## src/elevator_pkg.sv

```systemverilog
package elevator_pkg;

    // Building and car sizing
    localparam int num_floors    = 4;
    localparam int queue_depth   = 8;  // Slots in the car
    localparam int dock_depth    = 4;  // Dock FIFO entries, also the sender's start credit
    localparam int travel_cycles = 3;  // Cycles spent per floor of travel

    // Floor number, wide enough for every floor of the shaft
    typedef logic [$clog2(num_floors)-1:0] floor_t;

    // Object kind, not interpreted by the elevator
    typedef logic [1:0] kind_t;

    // One object as it moves from dock to car to delivery
    typedef struct packed {
        kind_t  kind;
        floor_t dest;
    } cargo_t;

    // Controller states
    typedef enum logic [1:0] {
        idle,
        unload,   // Dropping off objects for the current floor
        load,     // Moving objects from the dock into the car
        travel    // Car on its way to the oldest object's floor
    } ctrl_state_t;

endpackage

```

## src/verilog/car_queue.sv

```systemverilog
`timescale 1ns/1ps

module car_queue (
    input  logic                 clk,
    input  logic                 clear,
    input  logic                 push,
    input  elevator_pkg::cargo_t push_cargo,
    input  logic                 unload,
    input  elevator_pkg::floor_t floor,
    output logic                 match,
    output elevator_pkg::cargo_t unload_cargo,
    output elevator_pkg::floor_t oldest_dest,
    output logic                 full,
    output logic                 empty
);

    typedef logic [$clog2(elevator_pkg::queue_depth)-1:0] idx_t;

    // Slots stay packed toward 0, slot 0 holds the oldest object
    logic [elevator_pkg::queue_depth-1:0] valid;
    elevator_pkg::cargo_t                 cargo [elevator_pkg::queue_depth];

    idx_t hit_idx;   // Oldest slot bound for this floor
    idx_t free_idx;  // Tail, first empty slot
    logic do_unload;
    logic do_push;

    // Scan from the top so the lowest index wins
    always_comb begin
        match    = 1'b0;
        hit_idx  = '0;
        free_idx = '0;
        for (int i = elevator_pkg::queue_depth - 1; i >= 0; i--) begin
            if (valid[i] && cargo[i].dest == floor) begin
                match   = 1'b1;
                hit_idx = idx_t'(i);
            end
            if (!valid[i]) begin
                free_idx = idx_t'(i);
            end
        end
    end

    assign do_unload = unload && match;
    assign do_push   = push && !full && !do_unload;

    always_ff @(posedge clk or posedge clear) begin
        if (clear) begin
            valid <= '0;
        end else if (do_unload) begin
            for (int i = 0; i < elevator_pkg::queue_depth - 1; i++) begin
                if (idx_t'(i) >= hit_idx) begin
                    valid[i] <= valid[i+1];
                end
            end
            valid[elevator_pkg::queue_depth-1] <= 1'b0;  // Tail slot frees up
        end else if (do_push) begin
            valid[free_idx] <= 1'b1;
        end
    end

    always_ff @(posedge clk) begin
        if (do_unload) begin
            // Close the gap left by the leaving object
            for (int i = 0; i < elevator_pkg::queue_depth - 1; i++) begin
                if (idx_t'(i) >= hit_idx) begin
                    cargo[i] <= cargo[i+1];
                end
            end
        end else if (do_push) begin
            cargo[free_idx] <= push_cargo;
        end
    end

    assign unload_cargo = cargo[hit_idx];
    assign oldest_dest  = cargo[0].dest;
    assign full         = valid[elevator_pkg::queue_depth-1];
    assign empty        = !valid[0];

endmodule

```

## src/verilog/dock_buffer.sv

```systemverilog
`timescale 1ns/1ps

module dock_buffer (
    input  logic                 clk,
    input  logic                 clear,
    input  logic                 dock_valid,
    input  elevator_pkg::cargo_t dock_cargo,
    input  logic                 pop,
    output elevator_pkg::cargo_t head,
    output logic                 empty,
    output logic                 dock_credit
);

    elevator_pkg::cargo_t mem [elevator_pkg::dock_depth];

    logic [$clog2(elevator_pkg::dock_depth)-1:0] wr_ptr;
    logic [$clog2(elevator_pkg::dock_depth)-1:0] rd_ptr;
    logic [$clog2(elevator_pkg::dock_depth):0]   count;

    // Sender credits keep the FIFO from overflowing
    always_ff @(posedge clk) begin
        if (dock_valid) begin
            mem[wr_ptr] <= dock_cargo;
        end
    end

    always_ff @(posedge clk or posedge clear) begin
        if (clear) begin
            wr_ptr      <= '0;
            rd_ptr      <= '0;
            count       <= '0;
            dock_credit <= 1'b0;
        end else begin
            dock_credit <= pop;  // One credit back per entry leaving
            if (dock_valid) begin
                wr_ptr <= wr_ptr + 1'b1;
            end
            if (pop) begin
                rd_ptr <= rd_ptr + 1'b1;
            end
            case ({dock_valid, pop})
                2'b10:   count <= count + 1'b1;
                2'b01:   count <= count - 1'b1;
                default: count <= count;
            endcase
        end
    end

    assign head  = mem[rd_ptr];
    assign empty = (count == '0);

endmodule

```

## src/verilog/elevator_control.sv

```systemverilog
`timescale 1ns/1ps

module elevator_control (
    input  logic                 clk,
    input  logic                 clear,
    input  logic                 dock_empty,
    input  elevator_pkg::cargo_t dock_head,
    input  logic                 q_match,
    input  logic                 q_full,
    input  logic                 q_empty,
    input  elevator_pkg::floor_t oldest_dest,
    input  elevator_pkg::floor_t floor,
    input  logic                 arrived,
    input  elevator_pkg::cargo_t unload_cargo,
    output logic                 dock_pop,
    output logic                 q_push,
    output logic                 q_unload,
    output logic                 go,
    output elevator_pkg::floor_t target,
    output logic                 deliver_valid,
    output elevator_pkg::cargo_t deliver_cargo,
    output elevator_pkg::floor_t deliver_floor
);

    elevator_pkg::ctrl_state_t state;
    elevator_pkg::ctrl_state_t next_state;
    elevator_pkg::ctrl_state_t settle_state;
    logic                      depart;

    // Next step once the car is done loading or unloading
    always_comb begin
        if (q_empty) begin
            settle_state = elevator_pkg::idle;
        end else if (q_match) begin
            settle_state = elevator_pkg::unload;  // Something is for this floor
        end else begin
            settle_state = elevator_pkg::travel;
        end
    end

    always_comb begin
        next_state = state;
        case (state)
            elevator_pkg::idle: begin
                if (!dock_empty) begin
                    next_state = elevator_pkg::load;
                end else begin
                    next_state = settle_state;
                end
            end
            elevator_pkg::unload: begin
                if (!q_match) begin
                    if (!dock_empty && !q_full) begin
                        next_state = elevator_pkg::load;
                    end else begin
                        next_state = settle_state;
                    end
                end
            end
            elevator_pkg::load: begin
                if (dock_empty || q_full) begin
                    next_state = settle_state;
                end
            end
            elevator_pkg::travel: begin
                if (arrived) begin
                    next_state = elevator_pkg::unload;
                end
            end
            default: next_state = elevator_pkg::idle;
        endcase
    end

    assign depart = (next_state == elevator_pkg::travel) && (state != elevator_pkg::travel);

    always_ff @(posedge clk or posedge clear) begin
        if (clear) begin
            state  <= elevator_pkg::idle;
            go     <= 1'b0;
            target <= '0;
        end else begin
            state <= next_state;
            go    <= depart;  // Single pulse on entering travel
            if (depart) begin
                target <= oldest_dest;
            end
        end
    end

    assign dock_pop = (state == elevator_pkg::load) && !dock_empty && !q_full;
    assign q_push   = dock_pop;
    assign q_unload = (state == elevator_pkg::unload) && q_match;

    // Delivery shows the slot before the edge removes it
    assign deliver_valid = q_unload;
    assign deliver_cargo = unload_cargo;
    assign deliver_floor = floor;

endmodule

```

## src/verilog/elevator_top.sv

```systemverilog
`timescale 1ns/1ps

module elevator_top (
    input  logic                 clk,
    input  logic                 clear,
    input  logic                 dock_valid,
    input  elevator_pkg::cargo_t dock_cargo,
    output logic                 dock_credit,
    output logic                 deliver_valid,
    output elevator_pkg::cargo_t deliver_cargo,
    output elevator_pkg::floor_t deliver_floor,
    output logic                 moving
);

    logic                 dock_pop;
    logic                 dock_empty;
    elevator_pkg::cargo_t dock_head;
    logic                 q_push;
    logic                 q_unload;
    logic                 q_match;
    logic                 q_full;
    logic                 q_empty;
    elevator_pkg::floor_t oldest_dest;
    elevator_pkg::cargo_t unload_cargo;
    logic                 go;
    elevator_pkg::floor_t target;
    elevator_pkg::floor_t floor;
    logic                 arrived;

    dock_buffer i_dock_buffer (
        .clk         (clk),
        .clear       (clear),
        .dock_valid  (dock_valid),
        .dock_cargo  (dock_cargo),
        .pop         (dock_pop),
        .head        (dock_head),
        .empty       (dock_empty),
        .dock_credit (dock_credit)
    );

    car_queue i_car_queue (
        .clk          (clk),
        .clear        (clear),
        .push         (q_push),
        .push_cargo   (dock_head),  // Dock head goes straight into the car
        .unload       (q_unload),
        .floor        (floor),
        .match        (q_match),
        .unload_cargo (unload_cargo),
        .oldest_dest  (oldest_dest),
        .full         (q_full),
        .empty        (q_empty)
    );

    floor_drive i_floor_drive (
        .clk     (clk),
        .clear   (clear),
        .go      (go),
        .target  (target),
        .floor   (floor),
        .arrived (arrived),
        .moving  (moving)
    );

    elevator_control i_elevator_control (
        .clk           (clk),
        .clear         (clear),
        .dock_empty    (dock_empty),
        .dock_head     (dock_head),
        .q_match       (q_match),
        .q_full        (q_full),
        .q_empty       (q_empty),
        .oldest_dest   (oldest_dest),
        .floor         (floor),
        .arrived       (arrived),
        .unload_cargo  (unload_cargo),
        .dock_pop      (dock_pop),
        .q_push        (q_push),
        .q_unload      (q_unload),
        .go            (go),
        .target        (target),
        .deliver_valid (deliver_valid),
        .deliver_cargo (deliver_cargo),
        .deliver_floor (deliver_floor)
    );

endmodule

```

## src/verilog/floor_drive.sv

```systemverilog
`timescale 1ns/1ps

module floor_drive (
    input  logic                 clk,
    input  logic                 clear,
    input  logic                 go,
    input  elevator_pkg::floor_t target,
    output elevator_pkg::floor_t floor,
    output logic                 arrived,
    output logic                 moving
);

    typedef logic [$clog2(elevator_pkg::travel_cycles)-1:0] timer_t;

    elevator_pkg::floor_t goal;        // Latched target
    elevator_pkg::floor_t next_floor;
    timer_t               timer;
    logic                 step;

    assign step = moving && (timer == timer_t'(elevator_pkg::travel_cycles - 1));

    // One floor toward the goal
    always_comb begin
        next_floor = floor;
        if (goal > floor) begin
            next_floor = floor + 1'b1;
        end else if (goal < floor) begin
            next_floor = floor - 1'b1;
        end
    end

    always_ff @(posedge clk or posedge clear) begin
        if (clear) begin
            floor   <= '0;
            goal    <= '0;
            timer   <= '0;
            moving  <= 1'b0;
            arrived <= 1'b0;
        end else begin
            arrived <= 1'b0;
            if (go) begin
                goal    <= target;
                timer   <= '0;
                moving  <= (target != floor);
                arrived <= (target == floor);  // Already there
            end else if (step) begin
                timer <= '0;
                floor <= next_floor;
                if (next_floor == goal) begin
                    moving  <= 1'b0;
                    arrived <= 1'b1;
                end
            end else if (moving) begin
                timer <= timer + 1'b1;
            end
        end
    end

endmodule
```

## config.mk

```make
export PLATFORM = sky130hd
export DESIGN_NAME = elevator_top
export DESIGN_NICKNAME = d
export VERILOG_FILES = /design/src/elevator_pkg.sv /design/src/verilog/car_queue.sv /design/src/verilog/dock_buffer.sv /design/src/verilog/elevator_control.sv /design/src/verilog/elevator_top.sv /design/src/verilog/floor_drive.sv
export SDC_FILE = /design/constraint.sdc
export NUM_CORES = 1
export LEC_CHECK = 0
export ABC_AREA = 1
export ABC_CLOCK_PERIOD_IN_PS = 4100
export BUFFER_PORTS_ARGS = -buffer_cell sky130_fd_sc_hd__buf_2
export CORE_MARGIN = 4
export CORE_UTILIZATION = 40
export DETAILED_ROUTE_END_ITERATION = 10
export GPL_ROUTABILITY_DRIVEN = 0
export HOLD_SLACK_MARGIN = 0.1
export SLEW_MARGIN = 20
export SYNTH_ARGS = -nofsm -noshare
export SYNTH_HDL_FRONTEND = slang
export SYNTH_HIERARCHICAL = 1
export SYNTH_SLANG_ARGS = --single-unit
```

## constraint.sdc

```tcl
create_clock -name clk -period 4.1 [get_ports clk]
set_input_delay 0.41 -clock clk [delete_from_list [all_inputs] [get_ports clk]]
set_output_delay 0.41 -clock clk [all_outputs]
set_load 0.03 [all_outputs]
```

==> results.py <==
metrics = {
    "setup_path": {
        "critical_path.max_fanout": 18,
        "crit_path_end_kind": "output pin",
        "startpoint_type": "flop",
        "critPathKind": "reg -> out",
        "cp.required_ns": 3.69,
        "cp.arrival_ns": 2.89,
    },
    "yosys": {
        "yosysTopAreaCell": "edfxtp_1",
        "ys.flop_type": "edfxtp_1",
        "ys_types": 47,
        "synth_area_sq_mm": 0.004831,
        "ys_ff_latch": 77,
        "yosysWarnings": 6,
        "syn_area_per_cell_sq_um": 8.174,
        "syn_nets": 606,
        "synth_seq_area_share_pct": 44.86,
        "synthCells": 591,
        "ys_top_cells_by_area": "edfxtp_1, dfrtp_1, nand2_1, inv_1, nand3_1",
        "yosys.area.top_type_share_pct": 29.84,
        "async_flop_share_pct": 37.66,
        "synth_edf_count": 48,
    },
    "floorplanning": {
        "die_w_um": 117.9,
        "io_pins": 16,
        "dieHeight_um": 117.9,
        "start_util_pct": 41.60,
        "die-area_sq_mm": 0.01390,
        "fp.coreArea_sq_mm": 0.01161,
        "rows": 39,
    },
    "worst_hold_path": {
        "hp-class": "in -> reg",
    },
    "run_status": {
        "status": "completed",
    },
    "sta": {
        "period_minus_slack_ns": 3.296,
        "rsz0062_at_grt": "no",
        "finalHoldViolCount": 0,
        "slew_headroom_pct": 51.03,
        "period_share_pct": 80.40,
        "slew_viol_final": 0,
        "finalSetupViolCount": 0,
        "worstMarginPinSlew_ns": 0.7289,
        "fmax_mhz": 303.4,
        "tns_ns": 0,
        "fin_skew_ns": 0.004425,
    },
    "placed_design": {
        "port_buffers": 15,
        "place_hpwl_mm": 8.057,
        "place_area_sq_mm": 0.004908,
    },
    "cells_and_area": {
        "antenna_cells": 0,
        "multiInputGateArea_sq_mm": 0.002083,
        "mostFrequentLayoutCell": "nand2_1",
        "register_area_sq_mm": 0.002167,
        "fill_cells": 1138,
        "design_area_sq_mm": 0.005209,
        "layout-drive-gt1-share_pct": 15.42,
        "syn2layout_area_growth_pct": 7.822,
        "final_nets": 613,
        "layout_common_cells": "nand2_1, inv_1, nand3_1, edfxtp_1, o21ai_0",
    },
    "clocking": {
        "numClockSinks": 77,
        "numCtsBuffers": 9,
        "cts-root-buf": "clkbuf_16",
        "clock_path_buffers": 2,
        "cts_setup_buffers": 0,
        "insertion_delay_ns": 0.34,
        "clk_pin_slew_ns": 0.06,
        "h-tree-depth": 3,
        "cts_tree": "built",
    },
    "routing": {
        "drc": 0,
        "postRouteWirelength_mm": 10.41,
        "first_pass_iters": 4,
        "ant_nets": 0,
        "via_per_inst": 5.066,
        "routedWlPerCell_um": 13.95,
        "via_count": 3779,
        "drtIter0Drc": 251,
    },
    "global_route": {
        "grt_max_degree": 20,
        "track_usage_pct": 15.72,
        "grt_pass1_wl_mm": 17.48,
        "grt_antenna_before_repair": 0,
        "grt_pass1_vias": 3593,
        "grt-ovfl-total": 0,
    },
    "flow_run": {
        "maxCapViolCount": 0,
    },
}
[registers in the layout (all words and copies together) (netlist names)]
signal                     count
i_car_queue/cargo             32
i_dock_buffer/mem             16
i_car_queue/valid              8
i_dock_buffer/count            3
i_dock_buffer/rd_ptr           2
i_dock_buffer/wr_ptr           2
i_elevator_control/state       2
i_elevator_control/target      2
i_floor_drive/floor            2
i_floor_drive/goal             2
i_floor_drive/timer            2
i_dock_buffer/dock_credit      1
i_elevator_control/go          1
i_floor_drive/arrived          1
i_floor_drive/moving           1
[through the flow]
step                      cells  setup WS [ns]  util (%)  hold WS [ns]
after floorplan             591          1.333         -        0.1885
after global placement      729          1.053     42.26        0.3566
after detailed placement    729         0.8849     42.26        0.3675
after CTS                   746         0.8107     44.85        0.2664
after global routing        746         0.5075     44.85        0.2666
final                       746         0.8035     44.85        0.2815
[area by class of cell]
cell class	count	area share [%]
tap	143	3.435
inverter	105	7.759
multi-input combinational	389	40.00
clock inverter	7	1.249
clock buffer	9	4.324
timing repair buffer	16	1.633
sequential	77	41.60
[what timing repair did]
item / CTS / global route
hold endpoints to repair: 29 / 0
hold buffers: 1 / 0
gates resized for setup: 0 / 0
[critical path, stage by stage (launching register included)]
cell and delay, ns:
dfrtp_1 0.69, inv_4 0.11, nand2_1 0.09, nand3_1 0.10, nor2_1 0.11, nand2_1 0.06, nand2_1 0.05, nand2_1 0.05
nand2_1 0.06, nand2_2 0.10, nand2_4 0.20, nand2_2 0.27, nand2_1 0.13, nand3_1 0.10, nand2_1 0.10, nand2_1 0.05
nand2_1 0.08, buf_2 0.19
[synthesized netlist by cell type, types with 2 or more instances]
master / count
a21oi_1: 7
a21oi_2: 2
a21oi_4: 2
a31oi_1: 2
buf_2: 2
buf_4: 11
buf_6: 4
dfrtp_1: 29
edfxtp_1: 48
ha_1: 7
inv_1: 92
inv_2: 10
inv_4: 2
nand2_1: 167
nand2_2: 15
nand2_4: 3
nand2_8: 2
nand3_1: 48
nand3_2: 4
nand4_1: 5
nand4_2: 3
nand4_4: 2
nor2_1: 30
nor2_2: 6
nor2_4: 3
nor3_1: 5
o211ai_1: 8
o21ai_0: 33
o21ai_1: 14
o21ai_2: 5
xor2_1: 4
[final timing paths]
| check | start | endpoint | slack [ns] | cells past startpoint |
|---|---|---|---|---|
| worst max-delay path | i_floor_drive/floor[0] | deliver_cargo[1] | 0.80 | 17 |
| worst min register to register | i_dock_buffer/count[0] | i_dock_buffer/count[0] | 0.50 | 1 |
| worst min-delay path | dock_cargo[3] | i_dock_buffer/mem[1][3] | 0.28 | 1 |
| min in group asynchronous | clear | i_elevator_control/state[0] | 0.55 | 3 |
| worst max register to register | i_floor_drive/floor[0] | i_car_queue/cargo[0][1] | 0.89 | 14 |
| max in group asynchronous | clear | i_floor_drive/moving | 3.27 | 3 |
[kinds of logic after synthesis]
| group | synth area share, % |
|---|---|
| compound gates | 10.08 |
| xor+xnor | 0.9065 |
| fa+ha+maj | 2.227 |
| buf+inv | 12.02 |
| flops | 44.86 |
| simple gates | 29.91 |
[per-layer routing]
layer | track usage [%] | wire length (um) | vias to the layer above
met4 | 5.348 | 211 | 0
met1 | 19.81 | 4626 | 1760
met2 | 26.02 | 5031 | 98
li1 | - | - | 1908
met3 | 4.373 | 536 | 13
met5 | 0 | 0 | -
Power is not shown: default switching activity piles up to over one toggle a cycle in this logic, so the estimate is an artifact.
